## src/design/calc_pkg.sv

```systemverilog
package calc_pkg;

    // Widths used across the calculator
    typedef logic [15:0] operand_t;                 // Operand or result, unsigned mod 2^16
    typedef logic [3:0]  digit_t;                   // One keypad digit, 0 to 9
    typedef logic [2:0]  op_code_t;                 // One-hot operator code

    // Operator encodings, one-hot
    localparam op_code_t OP_ADD = 3'b001;           // Addition
    localparam op_code_t OP_SUB = 3'b010;           // Subtraction, wraps below zero
    localparam op_code_t OP_MUL = 3'b100;           // Multiplication, low 16 bits kept

    // Operand pair sent from the controller to both arithmetic units
    typedef struct packed {
        operand_t a;                                // First operand, upper half
        operand_t b;                                // Second operand, lower half
    } operand_pair_t;

    // Number of multiplier bits, one per run cycle
    localparam int unsigned OPERAND_BITS = $bits(operand_t);

    // Digit value zero extended to operand width
    function automatic operand_t digit_to_operand(digit_t digit);
        return operand_t'(digit);
    endfunction

    // Decimal shift in of one digit, x*10 + d built from shifts
    function automatic operand_t shift_in_digit(operand_t value, digit_t digit);
        operand_t times_eight;
        operand_t times_two;
        times_eight = value << 3;
        times_two   = value << 1;
        return times_eight + times_two + digit_to_operand(digit); // Wraps at 16 bits
    endfunction

endpackage

```

## src/design/gencon.sv

```systemverilog
module gencon (
    input  logic                    clk,
    input  logic                    nRST,
    input  calc_pkg::digit_t        keypad_input,    // Digit from keypad
    input  logic                    read_input,      // Strobe, one digit per pulse
    input  calc_pkg::op_code_t      operator_input,  // One-hot operator code
    input  logic                    equal_input,     // Starts the calculation
    input  calc_pkg::operand_t      sum,             // From add_sub_unit
    input  logic                    add_done,        // Sum valid this cycle
    input  calc_pkg::operand_t      product,         // From seq_multiplier
    input  logic                    mul_done,        // Product valid this cycle
    output calc_pkg::operand_pair_t operands,        // Held from start until done
    output logic                    subtract,        // Selects a minus b
    output logic                    start_add,       // One-cycle pulse
    output logic                    start_mul,       // One-cycle pulse
    output logic                    complete,        // One-cycle result flag
    output calc_pkg::operand_t      display_output   // Last result, held
);

    // Entry and sequencing states
    typedef enum logic [2:0] {
        GET_FIRST,                                   // Building operand a
        GET_SECOND,                                  // Building operand b
        ISSUE,                                       // Start pulse high
        WAIT,                                        // Waiting for matching done
        SHOW                                         // complete high, result shown
    } state_t;

    state_t                  state, next_state;
    calc_pkg::operand_pair_t opnd_q;                 // Operand accumulators
    calc_pkg::op_code_t      op_q;                   // Operator latched at entry
    logic                    op_valid;               // Operator input is a known code
    logic                    is_mul;                 // Latched op routes to multiplier
    logic                    unit_done;              // Done of the selected unit
    calc_pkg::operand_t      result;                 // Result of the selected unit
    logic                    launch;                 // Equal accepted this cycle
    logic                    finish;                 // Selected unit finished this cycle

    // Only the three one-hot codes count, 011 and friends are dropped
    assign op_valid = (operator_input == calc_pkg::OP_ADD) ||
                      (operator_input == calc_pkg::OP_SUB) ||
                      (operator_input == calc_pkg::OP_MUL);

    assign is_mul    = (op_q == calc_pkg::OP_MUL);
    assign unit_done = is_mul ? mul_done : add_done;  // Other unit is idle anyway
    assign result    = is_mul ? product : sum;
    assign launch    = (state == GET_SECOND) && equal_input;
    assign finish    = (state == WAIT) && unit_done;

    assign operands = opnd_q;                         // Stable outside entry states
    assign subtract = (op_q == calc_pkg::OP_SUB);

    // Next state
    always_comb begin
        next_state = state;                           // Hold by default
        case (state)
            GET_FIRST: begin
                if (op_valid) begin
                    next_state = GET_SECOND;          // Operator ends first operand
                end
            end
            GET_SECOND: begin
                if (equal_input) begin
                    next_state = ISSUE;
                end
            end
            ISSUE: begin
                next_state = WAIT;                    // Start seen by unit at this edge
            end
            WAIT: begin
                if (unit_done) begin
                    next_state = SHOW;
                end
            end
            SHOW: begin
                next_state = GET_FIRST;               // Ready for a fresh calculation
            end
            default: begin
                next_state = GET_FIRST;
            end
        endcase
    end

    // State, operands and outputs
    always_ff @(posedge clk or negedge nRST) begin
        if (!nRST) begin
            state          <= GET_FIRST;
            opnd_q         <= '0;
            op_q           <= '0;
            start_add      <= 1'b0;
            start_mul      <= 1'b0;
            complete       <= 1'b0;
            display_output <= '0;
        end else begin
            state     <= next_state;
            start_add <= launch && !is_mul;           // High during ISSUE
            start_mul <= launch && is_mul;
            complete  <= finish;                      // High during SHOW

            if (finish) begin
                display_output <= result;             // Result only valid with done
            end

            case (state)
                GET_FIRST: begin
                    if (read_input) begin
                        opnd_q.a <= calc_pkg::shift_in_digit(opnd_q.a, keypad_input);
                    end
                    if (op_valid) begin
                        op_q <= operator_input;       // Latched, not read live
                    end
                end
                GET_SECOND: begin
                    if (read_input) begin
                        opnd_q.b <= calc_pkg::shift_in_digit(opnd_q.b, keypad_input);
                    end
                end
                SHOW: begin
                    opnd_q <= '0;                     // Next entry starts from zero
                end
                default: begin
                end
            endcase
        end
    end

    // Units answer only while a result is awaited
    assert property (@(posedge clk) disable iff (!nRST) (add_done || mul_done) |-> state == WAIT);

    // Result flag is a single pulse per calculation
    assert property (@(posedge clk) disable iff (!nRST) complete |=> !complete);

endmodule

```

## src/design/add_sub_unit.sv

```systemverilog
module add_sub_unit (
    input  logic                    clk,
    input  logic                    nRST,
    input  calc_pkg::operand_pair_t operands,   // a and b, held until done
    input  logic                    subtract,   // 1 selects a minus b
    input  logic                    start,      // One-cycle pulse
    output calc_pkg::operand_t      sum,        // Valid while add_done high
    output logic                    add_done    // One cycle after start
);

    calc_pkg::operand_t sum_next;               // Combinational result

    // Wraps modulo 2^16 in both directions
    always_comb begin
        if (subtract) begin
            sum_next = operands.a - operands.b;
        end else begin
            sum_next = operands.a + operands.b;
        end
    end

    // Result register, loaded only on start
    always_ff @(posedge clk) begin
        if (start) begin
            sum <= sum_next;
        end
    end

    // Done flag trails start by one cycle
    always_ff @(posedge clk or negedge nRST) begin
        if (!nRST) begin
            add_done <= 1'b0;
        end else begin
            add_done <= start;
        end
    end

    // Controller holds a, b and subtract until done
    assert property (@(posedge clk) disable iff (!nRST)
                     start |=> $stable(operands) && $stable(subtract));

endmodule

```

## src/design/seq_multiplier.sv

```systemverilog
module seq_multiplier (
    input  logic                    clk,
    input  logic                    nRST,
    input  calc_pkg::operand_pair_t operands,   // a is multiplicand, b multiplier
    input  logic                    start,      // One-cycle pulse, only when idle
    output calc_pkg::operand_t      product,    // Low 16 bits of a*b
    output logic                    mul_done    // 16 cycles after start
);

    typedef logic [$clog2(calc_pkg::OPERAND_BITS)-1:0] bit_cnt_t;

    typedef enum logic {
        IDLE,                                   // Waiting for start
        RUN                                     // One multiplier bit per cycle
    } state_t;

    state_t             state;
    calc_pkg::operand_t mcand;                  // Multiplicand, shifts left
    calc_pkg::operand_t mplier;                 // Multiplier, shifts right
    calc_pkg::operand_t acc;                    // Partial product, low 16 bits
    calc_pkg::operand_t acc_next;               // Partial product after this bit
    bit_cnt_t           bit_cnt;                // Multiplier bit in progress
    logic               last_bit;               // Final iteration this cycle

    assign last_bit = (bit_cnt == bit_cnt_t'(calc_pkg::OPERAND_BITS - 1));

    // Add shifted multiplicand when current bit is set
    always_comb begin
        acc_next = acc;
        if (mplier[0]) begin
            acc_next = acc + mcand;             // Upper bits fall off
        end
    end

    // Control state
    always_ff @(posedge clk or negedge nRST) begin
        if (!nRST) begin
            state    <= IDLE;
            bit_cnt  <= '0;
            mul_done <= 1'b0;
        end else begin
            mul_done <= 1'b0;
            case (state)
                IDLE: begin
                    if (start) begin
                        state   <= RUN;
                        bit_cnt <= '0;
                    end
                end
                RUN: begin
                    bit_cnt <= bit_cnt + 1'b1;
                    if (last_bit) begin
                        state    <= IDLE;
                        mul_done <= 1'b1;       // Product valid with this pulse
                    end
                end
                default: begin
                    state <= IDLE;
                end
            endcase
        end
    end

    // Datapath registers
    always_ff @(posedge clk) begin
        if (state == IDLE && start) begin
            mcand  <= operands.a;
            mplier <= operands.b;
            acc    <= '0;
        end else if (state == RUN) begin
            mcand  <= mcand << 1;
            mplier <= mplier >> 1;
            acc    <= acc_next;
            if (last_bit) begin
                product <= acc_next;
            end
        end
    end

    // Controller never overlaps products
    assert property (@(posedge clk) disable iff (!nRST) start |-> state == IDLE);

endmodule

```

## src/design/calculator_top.sv

```systemverilog
module calculator_top (
    input  logic               clk,
    input  logic               nRST,
    input  calc_pkg::digit_t   keypad_input,    // Digit from keypad
    input  logic               read_input,      // Digit strobe
    input  calc_pkg::op_code_t operator_input,  // One-hot operator
    input  logic               equal_input,     // Start calculation
    output logic               complete,        // One-cycle result flag
    output calc_pkg::operand_t display_output   // Held until next result
);

    calc_pkg::operand_pair_t operands;          // Shared by both units
    calc_pkg::operand_t      sum;
    calc_pkg::operand_t      product;
    logic                    subtract;
    logic                    start_add;
    logic                    start_mul;
    logic                    add_done;
    logic                    mul_done;

    gencon u_gencon (
        .clk            (clk),
        .nRST           (nRST),
        .keypad_input   (keypad_input),
        .read_input     (read_input),
        .operator_input (operator_input),
        .equal_input    (equal_input),
        .sum            (sum),
        .add_done       (add_done),
        .product        (product),
        .mul_done       (mul_done),
        .operands       (operands),
        .subtract       (subtract),
        .start_add      (start_add),
        .start_mul      (start_mul),
        .complete       (complete),
        .display_output (display_output)
    );

    add_sub_unit u_add_sub (
        .clk      (clk),
        .nRST     (nRST),
        .operands (operands),
        .subtract (subtract),
        .start    (start_add),
        .sum      (sum),
        .add_done (add_done)
    );

    seq_multiplier u_mul (
        .clk      (clk),
        .nRST     (nRST),
        .operands (operands),
        .start    (start_mul),
        .product  (product),
        .mul_done (mul_done)
    );

endmodule

```

## config.mk

```make
export PLATFORM = sky130hd
export DESIGN_NAME = calculator_top
export DESIGN_NICKNAME = d
export VERILOG_FILES = /design/src/design/calc_pkg.sv /design/src/design/gencon.sv /design/src/design/add_sub_unit.sv /design/src/design/seq_multiplier.sv /design/src/design/calculator_top.sv
export SDC_FILE = /design/constraint.sdc
export NUM_CORES = 1
export LEC_CHECK = 0
export BUFFER_PORTS_ARGS = -buffer_cell sky130_fd_sc_hd__buf_4
export CAP_MARGIN = 20
export CORE_ASPECT_RATIO = 1.5
export CORE_MARGIN = 1
export CORE_UTILIZATION = 65
export CTS_BUF_LIST = sky130_fd_sc_hd__clkbuf_4 sky130_fd_sc_hd__clkbuf_8
export DETAILED_ROUTE_END_ITERATION = 10
export HOLD_SLACK_MARGIN = 0.05
export PLACE_DENSITY = 0.87
export SLEW_MARGIN = 20
export SYNTH_ARGS = -nofsm -noshare
export SYNTH_HDL_FRONTEND = slang
export SYNTH_HIERARCHICAL = 1
export SYNTH_SLANG_ARGS = --single-unit
```

## constraint.sdc

```tcl
create_clock -name clk -period 5.1 [get_ports clk]
set_clock_uncertainty 0.15 [all_clocks]
set_input_delay 0.255 -clock clk [delete_from_list [all_inputs] [get_ports clk]]
set_output_delay 0.255 -clock clk [all_outputs]
set_load 0.005 [all_outputs]
```

==> summary.txt <==
Antenna Nets Post-Route - 0
final setup fails - 0
fin util - 0.734
initial antenna violation count - 0
Inserted Diodes - 0
DR iter-0 viols - 509
die width - 98.6 um
cell mode on critical path - xnor2_1
Worst EP required - 5.14 ns
post-route design area - 9980 sq um
Slowest cell on crit path - nor3b_2
Compound-Gate Fraction of Synth Area - 0.165
Post-Synth XOR/XNOR Area - 0.0578
dpl ws - 1.64 ns
crit path cell chain - nor3b_2 > nor2_1 > xnor2_1 > ha_1 > o211ai_1 > a21oi_2 > a2111oi_2 > o31ai_1 > o41ai_2 > xnor2_1
H-Tree Depth - 4
Pwr Total - 2350 uW
first-pass GRT wire length - 33700 um
die height - 147 um
post-CTS setup buffers - 0
Slew Viols, Final - 0
total grt overflow - 0
# IOs - 28
Setup WS post-layout - 1.51 ns
outcome - finished, final reports clean
yosys warns - 6
die area - 14500 sq um
Most used DFF post-synth - edfxtp_1
highest clock rate - 279 MHz
Hold WC Path Type - primary input to flop
number of flops mapped to enable cells by yosys - 64
Reg2Reg Setup Slack - 1.51 ns
Distinct cells, synth - 76
Lkg Pwr - 0.00426 uW
core area - 13600 sq um
maximum vdd drop - 0.145 mV
hold bufs inserted after CTS - 8
#FFs+latches synth - 144
final worst path period need - 3.59 ns
layout cells sized above 1 - 0.150
Fin Setup TNS - 0 ns
multiplexer area fraction after synthesis - 0.0829
critical path class - flop to flop
FF-to-FF End - u_add_sub/sum[13]
launch point of the worst reg-to-reg path - u_gencon/op_q[0]
simple-gate share of the synthesized area - 0.114
Vias - 6969
PortBufs - 27
worst hold path depth - 5
WL per Instance - 19.1 um
synthesized cell area - 9090 sq um
setup repair after global routing missed its margin - false
Rel. slew slack - 0.267
Resize count post-CTS - 0
final period utilization - 0.703
DP HPWL - 14100 um
Final Hold Violating Endpoints - 0
vias in the first global route - 7014
final WL - 20300 um
TritonCTS clock tree - done
vias per inst - 6.56
crit-path max FO - 15
clock slew at reported path FFs - 0.08 ns
clk sink count - 144
Syn Nets - 956
largest family of logic cells by synthesized area - compound AO/OA/AOI/OAI gates
CTS Buf Count - 17
global-route usage over all layers - 0.296
adder-cell share of the synthesized area - 0.129
Critical Path Max Stage Delay - 0.76 ns
DRC Markers - 0
Area after DPL - 9440 sq um
Mean Syn Cell Area - 10.6 sq um
maxcap violations - 0
Area Growth Syn to Fin - 9.81%
Root Driver - clkbuf_8
Setup crit end kind - flop
Seq/Total Area, Yosys - 0.423
worst skew pair latency - 0.45 ns
worst hold endpoint - u_gencon/operands[18]
Post-synth ARST share - 0.444
CTS Buffer Depth - 2
Initial Util - 0.668
hold_sp - keypad_input[2]
gpl congestion - 0.935
num rows - 52
largest net degree at the start of global routing - 65
crit path DAT - 3.63 ns
worst r2r path cells - 10
Syn Inst Count - 855
Cell Pwr Density - 235 nW/um^2
critical path startpoint category - flop
TritonRoute pass-1 iters - 7
Final nets - 988
slew at the pin closest to its max-slew limit - 1.10 ns
[cells in the final DEF (no fill, tap or decap), drive strengths merged, types with 4 or more instances in the layout]
cell / synthesis / layout
xor2: 20 / 20
o211ai: 12 / 12
a31oi: 8 / 8
nor4: 6 / 6
dfxtp: 16 / 16
and2: 6 / 6
mux2: 44 / 44
nand2: 47 / 47
a22o: 11 / 11
nand4: 7 / 7
and3: 6 / 6
a221oi: 4 / 4
o21bai: 4 / 4
nor2b: 7 / 7
nor2: 49 / 49
a21o: 17 / 17
nand3: 37 / 37
nor3b: 6 / 6
fa: 6 / 6
a211oi: 7 / 7
bufinv: 0 / 4
o31ai: 10 / 10
clkbuf: 21 / 21
o21ai: 44 / 44
buf: 10 / 36
dlygate4sd3: 0 / 8
xnor2: 40 / 40
nor3: 11 / 11
edfxtp: 64 / 64
o21a: 9 / 9
a21oi: 71 / 71
mux2i: 25 / 25
dfrtp: 64 / 64
inv: 33 / 39
ha: 84 / 84
nand2b: 8 / 8
[metrics by stage]
stage,instances,hold WS (ns)
after floorplan,855,-0.191
after global placement,1022,0.261
after detailed placement,1022,0.270
after CTS,1062,0.156
after global routing,1062,0.210
final,1062,0.186
[per-layer routing]
layer  part of all wire  vias up  global-route usage
met3              0.041       63              0.0538
met2               0.53      221               0.545
met5                  0        -                   0
li1                   -     3269                   -
met4              0.038        0               0.158
met1               0.39     3416               0.320
[registers in the layout (all words and copies together) (netlist names)]
name                     flops
u_add_sub/add_done           1
u_add_sub/sum               16
u_gencon/complete            1
u_gencon/display_output     16
u_gencon/op_q                3
u_gencon/operands           32
u_gencon/start_add           1
u_gencon/start_mul           1
u_gencon/state               3
u_mul/acc                   16
u_mul/bit_cnt                4
u_mul/mcand                 16
u_mul/mplier                16
u_mul/mul_done               1
u_mul/product               16
u_mul/state                  1
[cell type report]
type / instances / area, sq um
clock inverters: 11 / 173
fillers: 906 / 3620
flip-flops and latches: 144 / 3840
well taps: 162 / 203
inverters: 33 / 124
repair buffers: 44 / 350
multi-input cells: 647 / 5010
clock buffers: 21 / 283
[synthesized netlist by cell type, types with 4 or more instances]
cell type / n / area [sq um]
ha_1: 84 / 1050
a21oi_1: 69 / 345
dfrtp_1: 64 / 1600
edfxtp_1: 64 / 1920
nor2_1: 49 / 184
nand2_1: 47 / 176
mux2_2: 42 / 473
o21ai_0: 40 / 200
xnor2_1: 40 / 350
nand3_1: 37 / 185
inv_1: 33 / 124
mux2i_1: 25 / 250
clkbuf_1: 20 / 75.1
xor2_1: 20 / 175
dfxtp_1: 16 / 320
a21o_1: 15 / 113
o211ai_1: 12 / 90.1
a22o_1: 11 / 96.3
nor3_1: 11 / 55.1
o31ai_1: 10 / 75.1
o21a_1: 9 / 67.6
nand2b_1: 8 / 50.1
a31oi_1: 7 / 43.8
nand4_1: 7 / 43.8
nor2b_1: 7 / 43.8
a211oi_1: 6 / 45.0
and2_1: 6 / 37.5
and3_1: 6 / 37.5
fa_1: 6 / 120
buf_2: 5 / 25.0
nor3b_1: 5 / 37.5
nor4_1: 5 / 31.3
o21bai_1: 4 / 30.0
[worst max path at each step]
| stage | depth (start not counted) | endpoint | startpoint |
|---|---|---|---|
| 3_3_place_gp | 10 | u_add_sub/sum[15] | u_gencon/op_q[0] |
| 4_1_cts | 10 | u_add_sub/sum[13] | u_gencon/op_q[0] |
| 3_5_place_dp | 9 | u_add_sub/sum[12] | u_gencon/op_q[0] |
| 2_1_floorplan | 11 | u_add_sub/sum[12] | u_gencon/op_q[0] |
| 5_1_grt | 10 | u_add_sub/sum[13] | u_gencon/op_q[0] |
| 6_report | 10 | u_add_sub/sum[13] | u_gencon/op_q[0] |
[where the power goes]
part           internal (uW)  switching [uW]  total (uW)  leakage (uW)
logic                   44.0            63.7         108       0.00256
registers               1210            4.74        1210       0.00147
clock network            584             444        1030      0.000232
total                   1830             513        2350       0.00426
[logic make-up (layout without fill, tap and decap cells)]
group,after synthesis,count (layout)
AO/OA/AOI/OAI,224,224
AND/OR/NAND/NOR,204,204
flip-flops,144,144
adder cells (fa/ha/maj),90,90
multiplexers,69,69
buffers and inverters,64,109
XOR/XNOR,60,60
[critical path: cells and delay by family, from the launching register on]
kind	cells	cell delay (ns)
AOI/OAI and AO/OA	5	1.21
DFF	1	0.43
adders and majority gates	1	0.36
xor gates and xnor gates	2	0.29
and+or+nand+nor	2	0.90
Power figures use the tool's default switching activity.
